--- src/design/lsu_pkg.sv ---
/* shared types for the RV32E load/store back end
   accesses are assumed naturally aligned; memory is 1 KiB in four byte lanes */
package lsu_pkg;

    localparam int xlen_w       = 32;
    localparam int bank_count   = 4;
    localparam int bank_index_w = 8;
    localparam int addr_lsb     = 2;
    localparam int mem_bytes    = 1024;

    // size-coded masks, the request generator shifts them into lanes
    localparam logic [3:0] wmask_byte = 4'b0001;
    localparam logic [3:0] wmask_half = 4'b0011;
    localparam logic [3:0] wmask_word = 4'b1111;

    typedef enum logic [1:0] {
        mem_none  = 2'd0,
        mem_read  = 2'd1,
        mem_write = 2'd2
    } mem_op_t;

    typedef enum logic [1:0] {
        size_byte = 2'd0,
        size_half = 2'd1,
        size_word = 2'd2
    } mem_size_t;

    typedef struct packed {
        logic      is_unsigned;
        mem_size_t size;
    } rmask_t;

    typedef enum logic [2:0] {
        gpr_sel_alu  = 3'd0,
        gpr_sel_load = 3'd1,
        gpr_sel_csr  = 3'd2,
        gpr_sel_pc4  = 3'd3,
        gpr_sel_imm  = 3'd4
    } gpr_sel_t;

    typedef enum logic [1:0] {
        csr_sel_rs1 = 2'd0,
        csr_sel_alu = 2'd1,
        csr_sel_imm = 2'd2
    } csr_sel_t;

    typedef struct packed {
        logic [xlen_w-1:0] pc;
        logic [xlen_w-1:0] npc;
        logic              redirect;
        logic [xlen_w-1:0] alu_result;
        logic [xlen_w-1:0] sext_imm;
        logic [xlen_w-1:0] rs1_data;
        logic [xlen_w-1:0] rs2_data;
        logic [xlen_w-1:0] csr_rdata;
        logic [3:0]        gpr_waddr;
        logic              gpr_we;
        gpr_sel_t          gpr_sel;
        logic [11:0]       csr_waddr;
        logic              csr_we;
        csr_sel_t          csr_sel;
        logic [3:0]        wmask;
        rmask_t            rmask;
        mem_op_t           mem_op;
        logic              irq;
        logic [7:0]        irq_no;
        logic              is_break;
    } exe_pkt_t;

    typedef struct packed {
        logic                    re;
        logic                    we;
        logic [bank_index_w-1:0] index;
        logic [7:0]              wdata;
    } bank_req_t;

    // one data word seen whole, as halves, or as bytes
    typedef union packed {
        logic [xlen_w-1:0]                word;
        logic [1:0][15:0]                 halves;
        logic [bank_count-1:0][7:0]       bytes;
    } load_word_u;

    typedef struct packed {
        logic [xlen_w-1:0] pc;
        logic [xlen_w-1:0] npc;
        logic              redirect;
        logic              gpr_we;
        logic [3:0]        gpr_waddr;
        logic [xlen_w-1:0] gpr_wdata;
        logic              csr_we;
        logic [11:0]       csr_waddr;
        logic [xlen_w-1:0] csr_wdata;
        logic              irq;
        logic [7:0]        irq_no;
        logic              is_break;
    } wb_pkt_t;

endpackage

--- src/design/mem_bank.sv ---
`timescale 1ns/1ns
/* one byte lane, storage has no reset and powers up unknown
   read byte holds until the next read enable */
module mem_bank (
    input  logic               clk,
    input  lsu_pkg::bank_req_t req_i,
    output logic [7:0]         rdata_o
);
    import lsu_pkg::*;

    logic [7:0] mem_q [mem_bytes/bank_count];

    always_ff @(posedge clk) begin
        if (req_i.we) begin
            mem_q[req_i.index] <= req_i.wdata;
        end
        if (req_i.re) begin
            rdata_o <= mem_q[req_i.index];
        end
    end

endmodule

--- config.mk ---
export PLATFORM = sky130hd
export DESIGN_NAME = mem_bank
export DESIGN_NICKNAME = d
export VERILOG_FILES = /design/src/design/lsu_pkg.sv /design/src/design/mem_bank.sv
export SDC_FILE = /design/constraint.sdc
export NUM_CORES = 2
export LEC_CHECK = 0
export BUFFER_PORTS_ARGS = -buffer_cell sky130_fd_sc_hd__buf_2
export CORE_UTILIZATION = 65
export DETAILED_ROUTE_END_ITERATION = 10
export PLACE_DENSITY = 0.79
export SLEW_MARGIN = 20
export SYNTH_ARGS = -nofsm -noshare
export SYNTH_HDL_FRONTEND = slang
export SYNTH_SLANG_ARGS = --single-unit
--- constraint.sdc ---
create_clock -name clk -period 8.25 [get_ports clk]
set_input_delay 1.65 -clock clk [delete_from_list [all_inputs] [get_ports clk]]
set_output_delay 1.65 -clock clk [all_outputs]
set_load 0.02 [all_outputs]
* Yosys cells after proc, flatten, opt, wreduce, memory -nomap -nowiden *
Memory sizes are Yosys's and may differ from the RTL's. A register that Yosys moved wholly into a read port is not among the register bits.
Index checks and enable logic that the tools add are counted.

word-level totals
  flip-flop bits (word level) = 0
  latch bits = 0
  RAM bits = 2,048
  memory bits (read-only) = 0
  input bits = 19
  output and inout port bits = 8
  logic and storage cells = 3
  memories = 1

operators by class
  add/sub/neg operators = 0
  multiply operators = 0
  divide/modulo/power cells = 0
  $lt $le $gt $ge = 0
  equality and inequality tests = 0
  shifts and indexed selects = 0
  mux-type cells = 2
  bitwise gates (word level) = 0
  reduce and logical (&&, ||, !) cells = 0

memories
  name   depth  width  read ports  clocked after memory_dff  write ports  line            source
  mem_q  256    8      1           1                         1            mem_bank.sv:11  logic [7:0] mem_q [mem_bytes/bank_count];

operators with widths
  operator  number
  $mux W1   2

* Depth between registers and ports, before layout *
  word-level depth = 2
  depth in mapped cells = 10
  depth with buffers taken out = 5

* Least setup slack after synthesis *
Ideal clock, no wire load.

  path kind = input to register
  start point = input req_i[9] in the netlist's numbering
  end point = memory mem_q[111][0], enable pin
  library setup time = 370 ps
  arrival = 3,499 ps
  data required time = 7,880 ps
  slack = 4,381 ps
  cell stages on the path = 9
  buffers on the path = 5
  path through = buf_2 -> clkbuf_1 -> clkbuf_1 -> nand2_1 -> buf_2 -> nor2_1 -> nand2_1 -> clkbuf_1 -> nor2_1

RTL lines
  what                line            source
  start: declaration  mem_bank.sv:6   input lsu_pkg::bank_req_t req_i,
  end: declaration    mem_bank.sv:11

No word-level cell before the write port.

==> results.toml <==
[sta]
slew_viol_final = 0
slew_headroom_pct = 9.56
clock_skew_ns = 0.0332
rsz0062_at_grt = "false"
finalCritPeriodShare_pct = 66.2
fin_setup_tns_ns = 0
period_needed_ns = 5.46
worst_slack_ns = 2.79
setup_viol = 0
max_freq_ghz = 0.183
final_hold_viol_count = 0
worst_pin_slew_ns = 1.34

[routing]
wire_per_inst_um = 37.5
finalWirelength_um = 202000
drcViolationCount = 2
ant_nets = 0
drt_iter0_drc = 6615
viasPerCell = 7.38
num_vias = 39700
drtPass1Iterations = 9

[synthesis]
syn_area_um2 = 78600
syn_avg_cell_area_um2 = 22.2
synth_fp_nets = 3566
synthArstFlopShare_pct = 0
synth-edff-count = 2056
synth_seq_cells = 2056
synthTopCellsByArea = "edfxtp_1 79%, mux4_2 15%, a22oi_1 2.4%"
yosys_warnings = 0
seq_area_frac_synth_pct = 78.6
synth_top_area_share_pct = 78.6
syn_inst = 3547
synth_top_area_cell = "edfxtp_1"
synth_cell_types = 21
synthFlopType = "edfxtp_1"

[global_route]
grt_overflow = 0
track_usage_pct = 33.6
first_global_vias = 40100
grt_start_max_net_pins = 150
grt_pass1_wl_um = 287000
antenna_found_initial = 10

[setup_path]
r2r_end = "rdata_o[2]"
cp_slowest_cell = "o41ai_1"
required_ns = 8.76
cp_max_fo = 66
worstPathArrival_ns = 5.97
crit_type = "input port to flip-flop"
path_buf_inv = 3
path_delay_family = "compound AO/OA/AOI/OAI gates"
worstRegToRegCells = 5
crit_chain = "buf_8 -> buf_12 -> buf_4 -> mux4_2 -> a22oi_1 -> a21oi_1 -> o41ai_1 -> nand4_1"
critPathCaptureType = "flip-flop"
r2r_slack_ns = 5.10
rr_startpoint = "mem_q[59][2]"
startpoint_type = "input port"
max_stage_delay_ns = 1.24

[cts]
postCtsSetupBuffers = 0
cts.htree.levels = 4
clk_latency_ns = 0.81
clockBufferDepth = 3
cts_resized = 0
postCtsHoldBufs = 0
cts_inserted_buffers = 188
cts_tree = "done"
clock-sinks = 2056
root_buffer = "clkbuf_16"
clkTransAtPathRegs_ns = 0.06

[min_path]
hp-start = "mem_q[29][0]"
hold_path_class = "flip-flop to flip-flop"
whs_path_depth = 5
worstHoldEndpoint = "rdata_o[0]"

[placed_design]
dp_slack_ns = 2.01
dp_hpwl_um = 104000
portBuffers = 26
gp_congestion = 0.841

[run_status]
violations = "DRC"
status = "finished with violations"

[power_and_ir_drop]
leakage_nw = 26.3
cellPowerDensity_nw_per_um2 = 245
power.total_w = 0.0212
irDropWorstVdd_v = 0.000234

[die]
die_width_um = 350
start_util_pct = 65.5
coreArea_um2 = 120000
ios = 27
die_h_um = 350
rows = 127
die_area_um2 = 122000

[layout]
regArea_um2 = 61700
multi_input_area_um2 = 16000
nets = 3624
fin_util_pct = 72.3
fill_cells = 6191
area_delta_synth_final_pct = 10.5
drive_gt1_share_pct = 24.7

[job]
maxCapViolCount = 0
state kept, by name (all words and copies together), names as in the netlist:
name	count
mem_q	2048
rdata_o	8
cells in the mapped netlist, drive strengths merged (2+ instances only):
cell / count
nand2b: 6
a22oi: 256
nand2: 28
and2: 3
buf: 87
edfxtp: 2056
nand3: 13
nor2: 232
clkbuf: 145
a21oi: 128
nand4: 8
o41ai: 32
or2: 2
nor2b: 7
nor3: 30
mux4: 512
worst max path at each step:
stage	cells past startpoint	from	endpoint	slack (ns)
2_1_floorplan	9	req_i[9]	mem_q[111][0]	4.38
3_3_place_gp	8	req_i[8]	rdata_o[6]	1.66
3_5_place_dp	8	req_i[8]	rdata_o[5]	2.01
4_1_cts	8	req_i[8]	rdata_o[5]	2.83
5_1_grt	8	req_i[8]	rdata_o[0]	2.80
6_report	8	req_i[8]	rdata_o[0]	2.79
metrics by stage:
step | cell area, µm² | hold WS [ns] | cells
finish | 86800 | 1.12 | 5372
global route | 86800 | 1.15 | 5366
CTS | 86700 | 1.11 | 5365
detailed placement | 80600 | 1.06 | 5026
global placement | 80500 | 1.01 | 5022
floorplan | 78600 | 0.896 | 3547
metal layers:
layer | wire [µm] | vias to the layer above | track usage (%)
li1 | - | 15200 | -
met1 | 67600 | 20400 | 45.2
met2 | 97500 | 3464 | 52.8
met3 | 25700 | 603 | 8.03
met4 | 10800 | 12 | 15.9
met5 | 90 | - | 0
worst register-to-register path, stage by stage, from the launching register on:
cell	delay, ns
edfxtp_1	0.36
mux4_2	0.50
a22oi_1	0.35
a21oi_1	0.21
o41ai_1	1.16
nand4_1	0.25
cell families after synthesis:
logic type | share of synthesized area (%)
flip-flops | 78.6
multiplexers | 14.7
AO/OA/AOI/OAI | 3.62
AND/OR/NAND/NOR | 1.73
buffers and inverters | 1.40
cell type report:
cell class                 count  share of cell area (%)
sequential                  2056                    71.1
multi-input combinational   1258                    18.5
clock buffer                 235                    5.77
tap                         1612                    2.32
clock inverter               104                    1.24
timing repair buffer         100                    1.05
antenna                        6                  0.0173
inverter                       1                 0.00433
layout by cell type (no fill, tap or decap), types with 6 or more instances in the layout:
master,n
buf_4,62
clkinv_2,33
clkinv_1,36
nor3_2,17
edfxtp_1,2056
clkbuf_1,41
nor3_1,13
clkinvlp_4,6
o41ai_1,16
clkbuf_16,194
o41ai_2,16
nand4_1,8
nand2b_1,6
buf_2,17
nand2_1,23
bufinv_16,21
a21oi_1,128
a22oi_1,256
nand3_2,8
diode_2,6
buf_12,9
clkbuf_8,8
mux4_2,512
nor2_1,231
power breakdown:
group | internal [W] | switching, W | total (W) | leakage [nW]
Sequential | 0.0115 | 0.0000143 | 0.0115 | 18.5
Combinational | 0.000316 | 0.000651 | 0.000968 | 4.80
Clock | 0.00495 | 0.00379 | 0.00874 | 2.97
Total | 0.0168 | 0.00445 | 0.0212 | 26.3
Power figures use the tool's default switching activity.
