[config.mk]
export PLATFORM = sky130hd
export DESIGN_NAME = mem_wb_stage
export DESIGN_NICKNAME = d
export VERILOG_FILES = /design/src/design/lsu_pkg.sv /design/src/design/mem_wb_stage.sv
export SDC_FILE = /design/constraint.sdc
export NUM_CORES = 1
export LEC_CHECK = 0
export BUFFER_PORTS_ARGS = -buffer_cell sky130_fd_sc_hd__buf_2
export CAP_MARGIN = 20
export CORE_AREA = 3 3 178 180
export DETAILED_ROUTE_END_ITERATION = 10
export DIE_AREA = 0 0 181 183
export GPL_ROUTABILITY_DRIVEN = 0
export PLACE_DENSITY = 0.59
export SLEW_MARGIN = 20
export SYNTH_ARGS = -nofsm -noshare
export SYNTH_HDL_FRONTEND = slang
export SYNTH_SLANG_ARGS = --single-unit
export TNS_END_PERCENT = 20
[constraint.sdc]
create_clock -name clk -period 10.1 [get_ports clk]
set_input_delay 0.505 -clock clk [delete_from_list [all_inputs] [get_ports clk]]
set_output_delay 0.505 -clock clk [all_outputs]
set_load 0.02 [all_outputs]
[src/design/lsu_pkg.sv]
/* shared types for the RV32E load/store back end
   accesses are assumed naturally aligned; memory is 1 KiB in four byte lanes */
package lsu_pkg;

    localparam int xlen_w       = 32;
    localparam int bank_count   = 4;
    localparam int bank_index_w = 8;
    localparam int addr_lsb     = 2;
    localparam int mem_bytes    = 1024;

    // size-coded masks, the request generator shifts them into lanes
    localparam logic [3:0] wmask_byte = 4'b0001;
    localparam logic [3:0] wmask_half = 4'b0011;
    localparam logic [3:0] wmask_word = 4'b1111;

    typedef enum logic [1:0] {
        mem_none  = 2'd0,
        mem_read  = 2'd1,
        mem_write = 2'd2
    } mem_op_t;

    typedef enum logic [1:0] {
        size_byte = 2'd0,
        size_half = 2'd1,
        size_word = 2'd2
    } mem_size_t;

    typedef struct packed {
        logic      is_unsigned;
        mem_size_t size;
    } rmask_t;

    typedef enum logic [2:0] {
        gpr_sel_alu  = 3'd0,
        gpr_sel_load = 3'd1,
        gpr_sel_csr  = 3'd2,
        gpr_sel_pc4  = 3'd3,
        gpr_sel_imm  = 3'd4
    } gpr_sel_t;

    typedef enum logic [1:0] {
        csr_sel_rs1 = 2'd0,
        csr_sel_alu = 2'd1,
        csr_sel_imm = 2'd2
    } csr_sel_t;

    typedef struct packed {
        logic [xlen_w-1:0] pc;
        logic [xlen_w-1:0] npc;
        logic              redirect;
        logic [xlen_w-1:0] alu_result;
        logic [xlen_w-1:0] sext_imm;
        logic [xlen_w-1:0] rs1_data;
        logic [xlen_w-1:0] rs2_data;
        logic [xlen_w-1:0] csr_rdata;
        logic [3:0]        gpr_waddr;
        logic              gpr_we;
        gpr_sel_t          gpr_sel;
        logic [11:0]       csr_waddr;
        logic              csr_we;
        csr_sel_t          csr_sel;
        logic [3:0]        wmask;
        rmask_t            rmask;
        mem_op_t           mem_op;
        logic              irq;
        logic [7:0]        irq_no;
        logic              is_break;
    } exe_pkt_t;

    typedef struct packed {
        logic                    re;
        logic                    we;
        logic [bank_index_w-1:0] index;
        logic [7:0]              wdata;
    } bank_req_t;

    // one data word seen whole, as halves, or as bytes
    typedef union packed {
        logic [xlen_w-1:0]                word;
        logic [1:0][15:0]                 halves;
        logic [bank_count-1:0][7:0]       bytes;
    } load_word_u;

    typedef struct packed {
        logic [xlen_w-1:0] pc;
        logic [xlen_w-1:0] npc;
        logic              redirect;
        logic              gpr_we;
        logic [3:0]        gpr_waddr;
        logic [xlen_w-1:0] gpr_wdata;
        logic              csr_we;
        logic [11:0]       csr_waddr;
        logic [xlen_w-1:0] csr_wdata;
        logic              irq;
        logic [7:0]        irq_no;
        logic              is_break;
    } wb_pkt_t;

endpackage

[src/design/mem_wb_stage.sv]
`timescale 1ns/1ns
/* result register for the writeback packet, load data is muxed in from the banks
   banks must hold their read bytes while the result is stalled */
module mem_wb_stage (
    input  logic                                   clk,
    input  logic                                   reset,
    input  logic                                   stage_valid_i,
    output logic                                   stage_ready_o,
    input  lsu_pkg::exe_pkt_t                      stage_pkt_i,
    input  logic [lsu_pkg::bank_count-1:0][7:0]    lane_rdata_i,
    output logic                                   wb_valid_o,
    input  logic                                   wb_ready_i,
    output lsu_pkg::wb_pkt_t                       wb_pkt_o
);
    import lsu_pkg::*;

    typedef struct packed {
        logic                is_load;
        logic [addr_lsb-1:0] offset;
        rmask_t              rmask;
    } load_info_t;

    logic              fire;
    logic [xlen_w-1:0] pc_plus4;
    wb_pkt_t           res_d;
    wb_pkt_t           res_q;
    load_info_t        ld_q;
    load_word_u        lane_word;
    logic [7:0]        sel_byte;
    logic [15:0]       sel_half;
    logic              fill;
    logic [xlen_w-1:0] load_data;

    assign stage_ready_o = !wb_valid_o || wb_ready_i;
    assign fire          = stage_valid_i && stage_ready_o;
    assign pc_plus4      = stage_pkt_i.pc + 32'd4;

    // everything but the load value is settled before the result register
    always_comb begin
        res_d.pc        = stage_pkt_i.pc;
        res_d.npc       = stage_pkt_i.npc;
        res_d.redirect  = stage_pkt_i.redirect;
        res_d.gpr_we    = stage_pkt_i.gpr_we;
        res_d.gpr_waddr = stage_pkt_i.gpr_waddr;
        res_d.csr_we    = stage_pkt_i.csr_we;
        res_d.csr_waddr = stage_pkt_i.csr_waddr;
        res_d.irq       = stage_pkt_i.irq;
        res_d.irq_no    = stage_pkt_i.irq_no;
        res_d.is_break  = stage_pkt_i.is_break;
        case (stage_pkt_i.gpr_sel)
            gpr_sel_csr: res_d.gpr_wdata = stage_pkt_i.csr_rdata;
            gpr_sel_pc4: res_d.gpr_wdata = pc_plus4;
            gpr_sel_imm: res_d.gpr_wdata = stage_pkt_i.sext_imm;
            // load value replaced at the output
            default:     res_d.gpr_wdata = stage_pkt_i.alu_result;
        endcase
        case (stage_pkt_i.csr_sel)
            csr_sel_alu: res_d.csr_wdata = stage_pkt_i.alu_result;
            csr_sel_imm: res_d.csr_wdata = stage_pkt_i.sext_imm;
            default:     res_d.csr_wdata = stage_pkt_i.rs1_data;
        endcase
    end

    always_ff @(posedge clk) begin
        if (reset) begin
            wb_valid_o <= 1'b0;
        end else if (stage_ready_o) begin
            wb_valid_o <= stage_valid_i;
        end
    end

    always_ff @(posedge clk) begin
        if (fire) begin
            res_q         <= res_d;
            ld_q.is_load  <= (stage_pkt_i.gpr_sel == gpr_sel_load);
            ld_q.offset   <= stage_pkt_i.alu_result[addr_lsb-1:0];
            ld_q.rmask    <= stage_pkt_i.rmask;
        end
    end

    // bank bytes arrive the cycle after fire
    always_comb begin
        lane_word.bytes = lane_rdata_i;
        sel_byte        = lane_word.bytes[ld_q.offset];
        sel_half        = lane_word.halves[ld_q.offset[1]];
        case (ld_q.rmask.size)
            size_byte: begin
                fill      = !ld_q.rmask.is_unsigned && sel_byte[7];
                load_data = {{(xlen_w-8){fill}}, sel_byte};
            end
            size_half: begin
                fill      = !ld_q.rmask.is_unsigned && sel_half[15];
                load_data = {{(xlen_w-16){fill}}, sel_half};
            end
            default: begin
                fill      = 1'b0;
                load_data = lane_word.word;
            end
        endcase
    end

    always_comb begin
        wb_pkt_o = res_q;
        if (ld_q.is_load) begin
            wb_pkt_o.gpr_wdata = load_data;
        end
    end

    a_valid_known: assert property (
        @(posedge clk) disable iff (reset) !$isunknown(wb_valid_o)
    ) else $error("wb_valid_o is unknown");

endmodule

Word-level counts from Yosys, hierarchy flattened
Cells that the tools add are included.

cells by class
  add/sub/neg operators = 1
  multipliers = 0
  div/mod/pow operators = 0
  order comparisons = 2
  equality and inequality tests = 7
  shift-type cells = 0
  multiplexer cells = 8
  bitwise gates (word level) = 0
  reductions and logical operators = 7

operators by type and width
  kind                   count
  $pmux 32 s2            2
  $pmux 32 s3            1
  $add 32x3->32 const B  1
  $mux 16                2
  $mux 32                1
  $bmux 8 s2             1
  $mux 8                 1
  $eq 3x2->1 const B     2
  $eq 2x1->1 const B     2
  $eq 3x1->1 const B     1
  $eq 3x3->1 const B     1
  $logic_and 1x1->1      3
  $lt 2x3->1 const B     1
  $eq 2x2->1 const B     1
  $logic_not 1->1        2
  $logic_not 2->1        1
  $lt 1x2->1 const B     1
  $logic_or 1x1->1       1

word-level totals
  flip-flop bits (word level) = 164
  latch bits = 0
  memory bits (writable) = 0
  memory bits (read-only) = 0
  bits of input ports = 303
  word-level logic and storage cells = 42
  memories = 0

Depth between registers and ports, before layout
  depth in word-level cells = 5
  depth in mapped cells = 8

Worst setup path after synthesis
OpenSTA, ideal clock, no wires.

  kind = input to register
  from = input wb_ready_i
  to = register ld_q[0] (netlist name) (enable)
  library setup time = 0.542 ns
  arrival time = 4.531 ns
  data required time = 9.558 ns
  setup slack = 5.027 ns
  stages on the path = 2
  path buffers = 0
  cells stage by stage = nand2b_1 and2_1

on the way
  cells in the longest elaborated chain, start to end = 2

RTL lines
  what                RTL line            text
  start: declaration  mem_wb_stage.sv:12  input logic wb_ready_i,
  $logic_or 1x1->1    mem_wb_stage.sv:34  assign stage_ready_o = !wb_valid_o || wb_ready_i;
  $logic_and 1x1->1   mem_wb_stage.sv:35  assign fire = stage_valid_i && stage_ready_o;
  via fire            mem_wb_stage.sv:23  logic fire;
  end: declaration    mem_wb_stage.sv:27  load_info_t ld_q;

The timed path passes the listed nets, and every way through them passes these cells.
A chain may end at the register's enable or synchronous reset.

==> impl_metrics.toml <==
[outcome]
outcome = "complete, no violations"

[cells_and_area]
n_fill_cell = 3049
layout_commonest_cell = "buf_2"
seq_area_mm2 = 0.00491
final_cell_mix = "423 x buf_2, 163 x edfxtp_1, 68 x nand2_1, 45 x a21oi_1, 39 x o21ai_0"
fin_nets = 1358
drive_gt1_share_pct = 46.6
syn2layout_area_growth_pct = 23.8
multi_input_area_mm2 = 0.00289

[timing]
finalCritPeriodShare_pct = 35.5
fin_crit_ps = 3580
maxSlewViolCount = 0
worst_slack_ps = 6520
max_freq_mhz = 279
skew_ps = 9.39
tightest_slew_ps = 982
tns_ps = 0
rsz0062_at_grt = "false"
hold_viol = 0
relSlewSlack_pct = 34.6
setup_viol = 0

[route]
finalWirelength_um = 35000
dr.pass1.iters = 5
drtIter0Drc = 512
antenna_left = 0
via_count = 7337
avgRoutedWirePerCell_um = 24.0
avgViaCountPerCell = 5.02
drcViolationCount = 0

[global_route]
grt_usage_pct = 20.4
grt_pass1_vias = 7421
antenna_found_initial = 2
grt-busiest-layer = "met2"
grt_start_max_net_pins = 75
overflow = 0
grt_pass1_wl_um = 49400
grt.met3_usage_pct = 5.69
met2_usage_pct = 34.8
grt_use_met1_pct = 25.4

[placed_design]
io_buffers = 423
pre_cts_ws_ps = 6910
dp_hpwl_um = 27600

[yosys]
ys_types = 59
netlist_instances = 769
synthFlopType = "edfxtp_1"
synth.avg_cell_area_um2 = 11.7
yosysTopAreaCell = "edfxtp_1"
synth_area_mm2 = 0.00897
ys_warn_count = 0
synthArstFlopShare_pct = 0
netlist_top_cells_area = "edfxtp_1 55%, buf_4 11%, a22oi_1 3.0%, nand2_1 2.8%, a21oi_1 2.5%"
synth_edf_count = 163
seq_area_frac_synth_pct = 54.8
ys_ff_latch = 164
synth_fp_nets = 1075
synth_top_area_share_pct = 54.6

[setup_path]
startpoint_type = "flop"
path_max_fanout = 18
arrival_ps = 3080
cp.required_ps = 9600
path_cells = "mux4_2, nand2b_2, a211oi_4, a221o_1, buf_2"
critPathLaunch = "ld_q[4]"
crit_slowest_cell = "edfxtp_1"
reg2reg_from = "wb_valid_o"
cp-end-kind = "output port"
worst_path_largest_cell_delay_ps = 950
path_class = "flop to output port"

[floorplan]
die_w_um = 181
core-area_mm2 = 0.0303
num_rows = 64
floorplan.initialDensity_pct = 29.5
die_y_um = 183
dieArea_mm2 = 0.0331
ios = 462

[clocking]
hold_buffers = 0
cts_root_buf = "clkbuf_16"
cts_tree = "done"
clock_latency_ps = 450
clk_pin_slew_ps = 70
ctsResizeCount = 0
post_cts_buffers = 0
clkSinkCount = 164
clk_path_buf_depth = 2
cts_buffers = 17
cts_max_level = 4

[power]
power.density_mw_per_mm2 = 165
p_leak_nw = 4.57
vdd_drop_max_mv = 0.101

[flow_run]
cap_violations = 0

[min_path]
min_from = "reset"
min_path_type = "primary input to flop"
## kinds of logic after synthesis
kind of cell | after synthesis | synth area share (%)
multiplexers | 23 | 3.80
adder cells (fa/ha/maj) | 3 | 0.419
AO/OA/AOI/OAI | 205 | 15.5
flip-flops | 164 | 54.8
buffers and inverters | 177 | 13.2
AND/OR/NAND/NOR | 171 | 9.75
XOR/XNOR | 26 | 2.54
## Yosys cell counts, types with 5 or more instances
cell type,instances
mux4_2,8
nand2_1,68
o21bai_1,5
o22a_1,6
nor2_1,28
a221o_1,13
and3_1,6
a21oi_1,45
a22oi_1,36
nand3_1,7
o22ai_1,28
edfxtp_1,163
mux2_2,8
o21ai_0,39
xor2_1,7
buf_2,10
buf_4,128
nand4_1,11
xnor2_1,19
nor2b_1,13
and4_1,5
inv_1,8
nor3_1,6
a2bb2oi_1,6
mux2i_1,7
nand2b_1,12
clkbuf_1,25
## state kept, by name, summed over array words and instances (netlist names)
| name | count |
|---|---|
| res_q | 32 |
| wb_pkt_o | 125 |
| ld_q | 6 |
| wb_valid_o | 1 |
## worst paths after layout
| kind | end | slack (ps) | cells past startpoint |
|---|---|---|---|
| worst max-delay path | wb_pkt_o[73] | 6520 | 5 |
| worst min-delay path | wb_valid_o | 210 | 2 |
| worst max register to register | wb_pkt_o[6] | 8060 | 3 |
| worst min register to register | wb_valid_o | 540 | 2 |
## worst max-delay path: cells and delay by family, from the launching register on
family / cells / cell delay, ps
compound gates: 2 / 1010
buf+inv: 1 / 190
flops: 1 / 950
mux: 1 / 380
simple gates: 1 / 100
## cell type report
class	count	share of cell area, %
Clock buffer	18	3.86
Antenna cell	1	0.0225
Tap cell	396	4.46
Clock inverter	14	1.35
Sequential cell	164	44.3
Multi-Input combinational cell	428	26.0
Inverter	9	0.304
Timing Repair Buffer	432	19.7
## routing by layer
| metal | vias to the layer above | wire (um) | part of all wire (%) |
|---|---|---|---|
| met3 | 50 | 3010 | 8.6 |
| met5 | - | 13 | 0.037 |
| met2 | 442 | 17000 | 49 |
| met1 | 3505 | 14100 | 40 |
| li1 | 3338 | - | - |
| met4 | 2 | 917 | 2.6 |
## stage by stage
stage | instance area (um^2) | cells | power, W | utilization [%] | hold slack (ps)
2_1_floorplan | 8970 | 769 | 0.00106 | - | 574
3_3_place_gp | 10500 | 1428 | 0.00119 | 34.6 | 506
6_report | 11100 | 1462 | 0.00184 | 36.6 | 211
5_1_grt | 11100 | 1462 | 0.00192 | 36.6 | 200
3_5_place_dp | 10500 | 1429 | 0.00119 | 34.6 | 531
4_1_cts | 11100 | 1461 | 0.00186 | 36.5 | 185
## power breakdown
| group | leakage, nW | switching, W | internal (W) |
|---|---|---|---|
| clock network | 0.280 | 0.000294 | 0.000367 |
| registers | 1.59 | 0.0000238 | 0.000809 |
| logic | 2.70 | 0.000217 | 0.000126 |
Note: power is estimated with default switching activity, not from simulation.
