<file path="src/design/lsu_pkg.sv">
/* shared types for the RV32E load/store back end
   accesses are assumed naturally aligned; memory is 1 KiB in four byte lanes */
package lsu_pkg;

    localparam int xlen_w       = 32;
    localparam int bank_count   = 4;
    localparam int bank_index_w = 8;
    localparam int addr_lsb     = 2;
    localparam int mem_bytes    = 1024;

    // size-coded masks, the request generator shifts them into lanes
    localparam logic [3:0] wmask_byte = 4'b0001;
    localparam logic [3:0] wmask_half = 4'b0011;
    localparam logic [3:0] wmask_word = 4'b1111;

    typedef enum logic [1:0] {
        mem_none  = 2'd0,
        mem_read  = 2'd1,
        mem_write = 2'd2
    } mem_op_t;

    typedef enum logic [1:0] {
        size_byte = 2'd0,
        size_half = 2'd1,
        size_word = 2'd2
    } mem_size_t;

    typedef struct packed {
        logic      is_unsigned;
        mem_size_t size;
    } rmask_t;

    typedef enum logic [2:0] {
        gpr_sel_alu  = 3'd0,
        gpr_sel_load = 3'd1,
        gpr_sel_csr  = 3'd2,
        gpr_sel_pc4  = 3'd3,
        gpr_sel_imm  = 3'd4
    } gpr_sel_t;

    typedef enum logic [1:0] {
        csr_sel_rs1 = 2'd0,
        csr_sel_alu = 2'd1,
        csr_sel_imm = 2'd2
    } csr_sel_t;

    typedef struct packed {
        logic [xlen_w-1:0] pc;
        logic [xlen_w-1:0] npc;
        logic              redirect;
        logic [xlen_w-1:0] alu_result;
        logic [xlen_w-1:0] sext_imm;
        logic [xlen_w-1:0] rs1_data;
        logic [xlen_w-1:0] rs2_data;
        logic [xlen_w-1:0] csr_rdata;
        logic [3:0]        gpr_waddr;
        logic              gpr_we;
        gpr_sel_t          gpr_sel;
        logic [11:0]       csr_waddr;
        logic              csr_we;
        csr_sel_t          csr_sel;
        logic [3:0]        wmask;
        rmask_t            rmask;
        mem_op_t           mem_op;
        logic              irq;
        logic [7:0]        irq_no;
        logic              is_break;
    } exe_pkt_t;

    typedef struct packed {
        logic                    re;
        logic                    we;
        logic [bank_index_w-1:0] index;
        logic [7:0]              wdata;
    } bank_req_t;

    // one data word seen whole, as halves, or as bytes
    typedef union packed {
        logic [xlen_w-1:0]                word;
        logic [1:0][15:0]                 halves;
        logic [bank_count-1:0][7:0]       bytes;
    } load_word_u;

    typedef struct packed {
        logic [xlen_w-1:0] pc;
        logic [xlen_w-1:0] npc;
        logic              redirect;
        logic              gpr_we;
        logic [3:0]        gpr_waddr;
        logic [xlen_w-1:0] gpr_wdata;
        logic              csr_we;
        logic [11:0]       csr_waddr;
        logic [xlen_w-1:0] csr_wdata;
        logic              irq;
        logic [7:0]        irq_no;
        logic              is_break;
    } wb_pkt_t;

endpackage

</file>
<file path="src/design/mem_req_gen.sv">
`timescale 1ns/1ns
/* per-lane bank requests, enabled only when the stage fires
   misaligned accesses are not trapped, only flagged by an assertion */
module mem_req_gen (
    input  logic                                         stage_valid_i,
    input  logic                                         stage_ready_i,
    input  lsu_pkg::exe_pkt_t                            stage_pkt_i,
    output lsu_pkg::bank_req_t [lsu_pkg::bank_count-1:0] bank_req_o
);
    import lsu_pkg::*;

    logic                    fire;
    logic [addr_lsb-1:0]     offset;
    logic [bank_index_w-1:0] index;
    logic [bank_count-1:0]   lane_we;
    load_word_u              store_word;
    logic                    aligned;

    assign fire    = stage_valid_i && stage_ready_i;
    assign offset  = stage_pkt_i.alu_result[addr_lsb-1:0];
    assign index   = stage_pkt_i.alu_result[addr_lsb +: bank_index_w];
    assign lane_we = stage_pkt_i.wmask << offset;

    // store data moves into the same lanes as the mask
    always_comb begin
        store_word.word = stage_pkt_i.rs2_data << {offset, 3'b000};
    end

    always_comb begin
        for (int i = 0; i < bank_count; i++) begin
            bank_req_o[i].re    = fire && (stage_pkt_i.mem_op == mem_read);
            bank_req_o[i].we    = fire && (stage_pkt_i.mem_op == mem_write) && lane_we[i];
            bank_req_o[i].index = index;
            bank_req_o[i].wdata = store_word.bytes[i];
        end
    end

    always_comb begin
        aligned = 1'b1;
        if (stage_pkt_i.mem_op == mem_read) begin
            case (stage_pkt_i.rmask.size)
                size_half: aligned = !offset[0];
                size_word: aligned = (offset == '0);
                default:   aligned = 1'b1;
            endcase
        end else if (stage_pkt_i.mem_op == mem_write) begin
            case (stage_pkt_i.wmask)
                wmask_byte: aligned = 1'b1;
                wmask_half: aligned = !offset[0];
                wmask_word: aligned = (offset == '0);
                default:    aligned = 1'b0;
            endcase
        end
    end

    // no clock here, so checked at the end of the time step
    always_comb begin
        if (fire) begin
            a_aligned: assert final (aligned)
                else $error("misaligned access at %h", stage_pkt_i.alu_result);
        end
    end

endmodule

</file>
<file path="config.mk">
export PLATFORM = sky130hd
export DESIGN_NAME = mem_req_gen
export DESIGN_NICKNAME = d
export VERILOG_FILES = /design/src/design/lsu_pkg.sv /design/src/design/mem_req_gen.sv
export SDC_FILE = /design/constraint.sdc
export NUM_CORES = 1
export LEC_CHECK = 0
export BUFFER_PORTS_ARGS = -buffer_cell sky130_fd_sc_hd__buf_4
export CAP_MARGIN = 20
export CORE_AREA = 2 2 132 134
export DETAILED_ROUTE_END_ITERATION = 6
export DIE_AREA = 0 0 134 136
export PLACE_DENSITY = 0.48
export SLEW_MARGIN = 20
export SYNTH_ARGS = -nofsm -noshare
export SYNTH_HDL_FRONTEND = slang
export SYNTH_SLANG_ARGS = --single-unit
export TNS_END_PERCENT = 30
</file>
<file path="constraint.sdc">
create_clock -name vclk -period 0.9
set_input_delay 0.18 -clock vclk [all_inputs]
set_output_delay 0.18 -clock vclk [all_outputs]
set_load 0.1 [all_outputs]
</file>
After elaboration in Yosys (flattened, before gate mapping):

Cells that the tools add are included.

* register bits after elaboration: 0
* latch bits: 0
* RAM bits: 0
* bits in read-only memories: 0
* bits of input ports: 269
* output and inout bits: 72
* word-level logic and storage cells: 11
* memories: 0

* add/subtract/negate cells: 0
* multipliers: 0
* div/mod/pow operators: 0
* order comparisons: 0
* eq/ne operators: 2
* shifts and indexed selects: 2
* multiplexer cells: 0
* bitwise gates (word level): 0
* reduce and logical (&&, ||, !) cells: 7

Operators with widths (count)
* 32-bit by 5-bit << shifter with 32-bit output: 1
* 1-bit logical AND: 7
* 4-bit by 2-bit << shifter with 4-bit output: 1
* 2-bit by 1-bit equality test with 1-bit output (second input constant): 1
* 2-bit equality test (second input constant): 1

Logic depth before layout (Yosys ltp):

Gate-level depths: netlist of the first run.

* word-level depth: 3
* mapped depth: 4
* mapped depth without buffers: 3

Worst setup path after synthesis of the first run:

OpenSTA, ideal clock, no wires.

* path type: input to output
* start point: input stage_pkt_i[171] in the netlist's numbering
* end point: output bank_req_o[34] in the netlist's numbering
* arrival: 2.618 ns
* required time: 0.720 ns
* slack: -1.898 ns
* stages: 3
* path buffers: 2
* cell sequence: buf_2 clkbuf_1 nor3_1

RTL lines
* start: declaration: RTL line mem_req_gen.sv:7 `input lsu_pkg::exe_pkt_t stage_pkt_i,`
* end: declaration: RTL line mem_req_gen.sv:8 `output lsu_pkg::bank_req_t [lsu_pkg::bank_count-1:0] bank_req_o`

==> load_flow_metrics.sql, run 1 <==
INSERT INTO impl_metrics (metric_group, metric, value, unit) VALUES
('route', 'drtPass1Iterations', '4', ''),
('clock_tree', 'ctsHoldBuffers', '0', ''),
('floorplanning', 'core_footprint', '0.01688', 'mm^2'),
('global_routing', 'grt_pass1_vias', '1341', ''),
('synthesis', 'synth_top_area_share', '29.96', '%'),
('pwr', 'peakVddDrop', '242.7', 'uV'),
('floorplanning', 'die_area', '0.01822', 'mm^2'),
('pwr', 'p_per_cell_area', '803.7', 'mW/mm^2'),
('worst_setup_path', 'worst_path_dominant_cell_family', 'buffers and inverters', ''),
('sta', 'setup_total_negative_slack', '-10.14', 'ns'),
('synthesis', 'ys_top_cells_by_area', 'buf_4 (30%), mux2i_1 (20%), a211oi_1 (7.5%)', ''),
('job', 'max_cap_viol_count', '0', ''),
('global_routing', 'antenna_violations_before_repair', '5', ''),
('route', 'drcViolationCount', '0', ''),
('sta', 'setup_viol_count_final', '40', ''),
('synthesis', 'postSynthNetCount', '400', ''),
('cells_and_area', 'mostFrequentLayoutCell', 'buf_4', ''),
('place', 'detailed_placement_hpwl', '4910', 'um'),
('pwr', 'netSwitchingFraction', '58.58', '%'),
('route', 'detail_route.vias_per_cell', '2.672', ''),
('cells_and_area', 'nClkBuffers', '0', ''),
('cells_and_area', 'fillerInstances', '1850', ''),
('route', 'route.final.wire_length', '5845', 'um'),
('min_path', 'hp-start', 'stage_pkt_i[179]', ''),
('sta', 'min_period', '1.275', 'ns'),
('route', 'routedWlPerCell', '13.59', 'um'),
('sta', 'final-max-slew-violation-count', '0', ''),
('sta', 'tightestPinTransition', '0.3109', 'ns'),
('floorplanning', 'initial_utilization', '5.345', '%'),
('worst_setup_path', 'category_of_the_most_critical_setup_path', 'in2out', ''),
('synthesis', 'ys_warn_count', '0', ''),
('status', 'run_status', 'finished with violations', ''),
('synthesis', 'netlist_area', '902.1', 'um^2'),
('sta', 'worst_slack', '-0.3754', 'ns'),
('cells_and_area', 'sequential_cell_total', '0', ''),
('sta', 'rsz_0062_raised_after_global_routing', 'true', ''),
('place', 'placement.io_buffers', '82', ''),
('place', 'numPlacedInstances', '423', ''),
('pwr', 'leakagePower', '1.077', 'nW'),
('pwr', 'power.combinational.fraction', '100.0', '%'),
('pwr', 'pwr-share-seq', '0', '%'),
('worst_setup_path', 'crit_chain', 'buf_16, buf_4, buf_8, mux2i_4, a21oi_4, buf_12', ''),
('place', 'placer_congestion_estimate', '0.7666', ''),
('worst_setup_path', 'cp_max_fo', '8', ''),
('route', 'detailroute.via_count', '1149', ''),
('worst_setup_path', 'critical-path-slowest-cell', 'mux2i_4', ''),
('floorplanning', 'fp-row-count', '48', ''),
('synthesis', 'synth_sequential_area_ratio', '0', '%'),
('sta', 'hold_violations', '0', ''),
('worst_setup_path', 'cp-start-kind', 'primary input', ''),
('sta', 'max_slew_margin', '78.68', '%'),
('synthesis', 'syn_area_per_cell', '6.886', 'um^2'),
('min_path', 'holdPathEnd', 'bank_req_o[15]', ''),
('cells_and_area', 'layout_common_cells', 'buf_4 (58), buf_12 (42), a21oi_4 (9)', ''),
('synthesis', 'synth_top_area_cell', 'buf_4', ''),
('place', 'dpl-instance-area', '0.002004', 'mm^2'),
('cells_and_area', 'synth_to_layout_area_growth', '218.2', '%'),
('cells_and_area', 'post_route_cells_drive_above_1_share', '90.10', '%'),
('floorplanning', 'die_height', '136', 'um'),
('global_routing', 'wire_length_of_the_first_global_routing_pass', '8487', 'um'),
('synthesis', 'synth.distinct_cells', '21', ''),
('global_routing', 'grt_util_all_layers', '6.220', '%'),
('min_path', 'hold_path_depth', '0', ''),
('cells_and_area', 'number_of_standard_cells_in_the_layout_taps_in_and_fillers_out', '430', ''),
('cells_and_area', 'final_design_area_no_fill', '0.002870', 'mm^2'),
('status', 'violations', 'negative setup slack', ''),
('worst_setup_path', 'timing.critical_path.to_type', 'output pin', ''),
('synthesis', 'syn_inst', '131', ''),
('pwr', 'power_frac_clock', '0', '%'),
('sta', 'final.period_utilization', '141.7', '%'),
('route', 'ant_nets', '0', '');
per-stage QoR:
| step | util (%) | power (mW) |
|---|---|---|
| detailed placement | 11.88 | 1.763 |
| global placement | 11.88 | 1.747 |
| global route | 16.96 | 2.392 |
| floorplan | - | 1.926 |
| finish | 17.01 | 2.307 |
| CTS | 16.44 | 2.274 |
area by class of cell:
class	count	area, um^2	share of cell area (%)
timing repair buffer	115	1521	53.01
multi-input combinational	87	1060	36.92
tap	225	281.5	9.808
antenna	3	7.507	0.2616
cell usage after synthesis:
library cell and n:
o21ai_1 7, buf_4 36, buf_8 1, nand4b_1 1
and4b_1 1, nor2b_1 10, or2_1 1, clkbuf_1 2
nor3_1 1, buf_6 1, a211oi_1 9, and2_1 8
mux2i_1 18, nand2_1 10, o22ai_1 1, a21oi_1 9
a211oi_2 1, nor2_1 10, buf_2 2, buf_1 1
buf_12 1
cell families (layout without fill, tap and decap cells):
| kind of cell | count (synthesis) | after routing | synth area share, % |
|---|---|---|---|
| buffers and inverters | 44 | 115 | 37.45 |
| other | 0 | 3 | 0 |
| AND/OR/NAND/NOR | 42 | 42 | 24.13 |
| multiplexers | 18 | 18 | 19.97 |
| AO/OA/AOI/OAI | 27 | 27 | 18.45 |
how the worst max path moves through the flow:
| stage | from | end | slack (ns) | depth (start not counted) |
|---|---|---|---|---|
| detailed placement | stage_pkt_i[170] | bank_req_o[56] | -0.55 | 5 |
| CTS | stage_pkt_i[10] | bank_req_o[70] | -0.38 | 5 |
| floorplan | stage_pkt_i[10] | bank_req_o[70] | -0.77 | 2 |
| global route | stage_pkt_i[170] | bank_req_o[70] | -0.44 | 6 |
| global placement | stage_pkt_i[170] | bank_req_o[61] | -0.53 | 5 |
| finish | stage_pkt_i[170] | bank_req_o[54] | -0.38 | 6 |
per-layer routing:
layer	wire length, um	global-route usage (%)	vias to the layer above
li1	-	-	558
met1	1974	6.191	537
met2	2826	10.51	46
met3	1009	5.257	4
met4	1	0.2364	4
met5	33	0	-
power groups by stage:
| stage | Clock (mW) | Sequential, mW | Combinational [mW] |
|---|---|---|---|
| after floorplan | 0 | 0 | 1.93 |
| after global placement | 0 | 0 | 1.75 |
| after detailed placement | 0 | 0 | 1.76 |
| after CTS | 0 | 0 | 2.27 |
| after global routing | 0 | 0 | 2.39 |
| final | 0.000000447 | 0 | 2.31 |
repair_timing:
item / CTS / global route
setup endpoints to repair: 40 / 40
hold endpoints to repair: 0 / 0
gates resized for setup: 162 / 17
buffers inserted: 1 / 2
pin swaps: 18 / 9
gates cloned: 3 / 0
(Power assumes the default switching activity.)
==> run 2: changes to the inputs <==
--- a/config.mk
+++ b/config.mk
@@ -5,12 +5,12 @@
 export SDC_FILE = /design/constraint.sdc
 export NUM_CORES = 1
 export LEC_CHECK = 0
-export BUFFER_PORTS_ARGS = -buffer_cell sky130_fd_sc_hd__buf_4
 export CAP_MARGIN = 20
-export CORE_AREA = 2 2 132 134
+export CORE_AREA = 2 2 131 133
 export DETAILED_ROUTE_END_ITERATION = 6
-export DIE_AREA = 0 0 134 136
-export PLACE_DENSITY = 0.48
+export DIE_AREA = 0 0 133 135
+export DONT_BUFFER_PORTS = 1
+export PLACE_DENSITY = 0.3
 export SLEW_MARGIN = 20
 export SYNTH_ARGS = -nofsm -noshare
 export SYNTH_HDL_FRONTEND = slang
==> load_flow_metrics.sql, run 2 (synthesized netlist as in run 1, its figures left out) <==
INSERT INTO impl_metrics (metric_group, metric, value, unit) VALUES
('global_routing', 'grt.overflow.total', '0', ''),
('floorplanning', 'core_footprint', '0.01641', 'mm^2'),
('route', 'ant_nets', '0', ''),
('global_routing', 'wire_length_of_the_first_global_routing_pass', '7631', 'um'),
('sta', 'rsz_0062_raised_after_global_routing', 'true', ''),
('sta', 'setup_viol_count_final', '32', ''),
('place', 'dpl-instance-area', '0.001928', 'mm^2'),
('worst_setup_path', 'crit_chain', 'nor2b_4, a211oi_2, buf_4, a211oi_4, buf_12', ''),
('pwr', 'leakagePower', '0.7567', 'nW'),
('sta', 'fmax', '0.9059', 'GHz'),
('cells_and_area', 'post_route_cells_drive_above_1_share', '85.93', '%'),
('worst_setup_path', 'critical-path-slowest-cell', 'a211oi_4', ''),
('route', 'drcViolationCount', '0', ''),
('sta', 'worst_slack', '-0.2038', 'ns'),
('route', 'detail_route.vias_per_cell', '2.517', ''),
('worst_setup_path', 'timing.critical_path.to_type', 'output pin', ''),
('route', 'route.final.wire_length', '5568', 'um'),
('worst_setup_path', 'max_stage_delay', '0.24', 'ns'),
('sta', 'max_slew_margin', '80.61', '%'),
('sta', 'hold_violations', '0', ''),
('floorplanning', 'initial_utilization', '5.498', '%'),
('sta', 'final.period_utilization', '122.6', '%'),
('cells_and_area', 'area_used_by_sequential_logic_in_the_layout', '0', 'um^2'),
('place', 'detailed_placement_hpwl', '5022', 'um'),
('job', 'max_cap_viol_count', '0', ''),
('pwr', 'peakVddDrop', '193.6', 'uV'),
('place', 'placement.io_buffers', '0', ''),
('sta', 'final-max-slew-violation-count', '0', ''),
('route', 'detailroute.via_count', '896', ''),
('route', 'initial_drc_count', '21', ''),
('place', 'placer_congestion_estimate', '0.6517', ''),
('route', 'drtPass1Iterations', '4', ''),
('sta', 'min_period', '1.104', 'ns'),
('global_routing', 'grt_max_degree', '40', ''),
('global_routing', 'grt_util_all_layers', '5.908', '%'),
('worst_setup_path', 'category_of_the_most_critical_setup_path', 'in2out', ''),
('cells_and_area', 'mostFrequentLayoutCell', 'buf_12', ''),
('cells_and_area', 'layout_common_cells', 'buf_12 (36), a21oi_4 (9), mux2i_1 (9)', ''),
('worst_setup_path', 'critical_path_arrival', '0.92', 'ns'),
('floorplanning', 'die_x', '133', 'um'),
('worst_setup_path', 'critical_path_required', '0.72', 'ns'),
('status', 'run_status', 'finished with violations', ''),
('worst_setup_path', 'cp_max_fo', '1', ''),
('cells_and_area', 'sequential_cell_total', '0', ''),
('min_path', 'min-delay-path-class', 'in2out', ''),
('floorplanning', 'die_height', '135', 'um'),
('cells_and_area', 'finish.net_count', '406', ''),
('floorplanning', 'floorplan.io_pins', '341', ''),
('floorplanning', 'die_area', '0.01796', 'mm^2'),
('cells_and_area', 'synth_to_layout_area_growth', '148.4', '%'),
('sta', 'setup_total_negative_slack', '-2.517', 'ns'),
('sta', 'tightestPinTransition', '0.2828', 'ns'),
('cells_and_area', 'final_design_area_no_fill', '0.002241', 'mm^2'),
('clock_tree', 'post_cts_buffers', '0', ''),
('status', 'violations', 'negative setup slack', ''),
('worst_setup_path', 'cp-start-kind', 'primary input', ''),
('global_routing', 'grt_pass1_vias', '941', ''),
('route', 'routedWlPerCell', '15.64', 'um'),
('global_routing', 'antenna_violations_before_repair', '2', ''),
('pwr', 'p_per_cell_area', '832.0', 'mW/mm^2'),
('cells_and_area', 'nClkBuffers', '0', ''),
('floorplanning', 'fp-row-count', '47', '');
-- run 2: cell count changes in the layout (fill, tap and decap cells not counted), moves of 5 or more --
cell	delta
nand2_4	+8
a211oi_2	+5
buf_4	-53
buf_12	-6
nand2_1	-7
-- run 2: stage by stage --
stage               setup WS [ns]  hold slack (ns)  utilization (%)  instances  total power, mW
floorplan                 -0.7651           0.5715                -        131            1.926
global placement          -0.2201           0.3618            11.75        355            1.759
global route              -0.2341           0.3604            13.64        355            1.922
detailed placement        -0.2282           0.3618            11.75        355            1.765
CTS                       -0.2080           0.3618            12.69        355            1.828
finish                    -0.2038           0.3601            13.66        356            1.864
-- run 2: where the power goes --
part           leakage, nW  switching [mW]  internal, mW
clock           0.00000634               0   0.000000149
combinational        0.757            1.17         0.699
sequential               0               0             0
-- run 2: metal layers --
| layer | routed length [um] | GRT usage, % |
|---|---|---|
| met1 | 2733 | 9.385 |
| met2 | 2083 | 7.571 |
| met3 | 748 | 2.365 |
| met4 | 4 | 0.1792 |
| met5 | 0 | 0 |
-- run 2: critical path, delay by kind of cell --
kind | cells | cell delay (ns)
and+or+nand+nor | 1 | 0.11
buffers and inverters | 2 | 0.35
AOI/OAI and AO/OA | 2 | 0.28
-- run 2: final cells by class --
| class | count | area (um^2) |
|---|---|---|
| Antenna cell | 1 | 2.502 |
| Fill cell | 1833 | 14170 |
| Tap cell | 220 | 275.3 |
| Timing Repair Buffer | 48 | 853.3 |
| Multi-Input combinational cell | 87 | 1110 |
-- run 2: path summary, 6_finish.rpt --
path | startpoint | end | cells after the start
max | stage_pkt_i[18] | bank_req_o[70] | 5
min | stage_pkt_i[179] | bank_req_o[15] | 0
-- run 2: what timing repair did --
item / 4_1_cts / 5_1_grt
hold buffers: 0 / 0
setup endpoints to repair: 40 / 39
gates resized for setup: 39 / 26
pin swaps: 25 / 5
cloned: 0 / 0
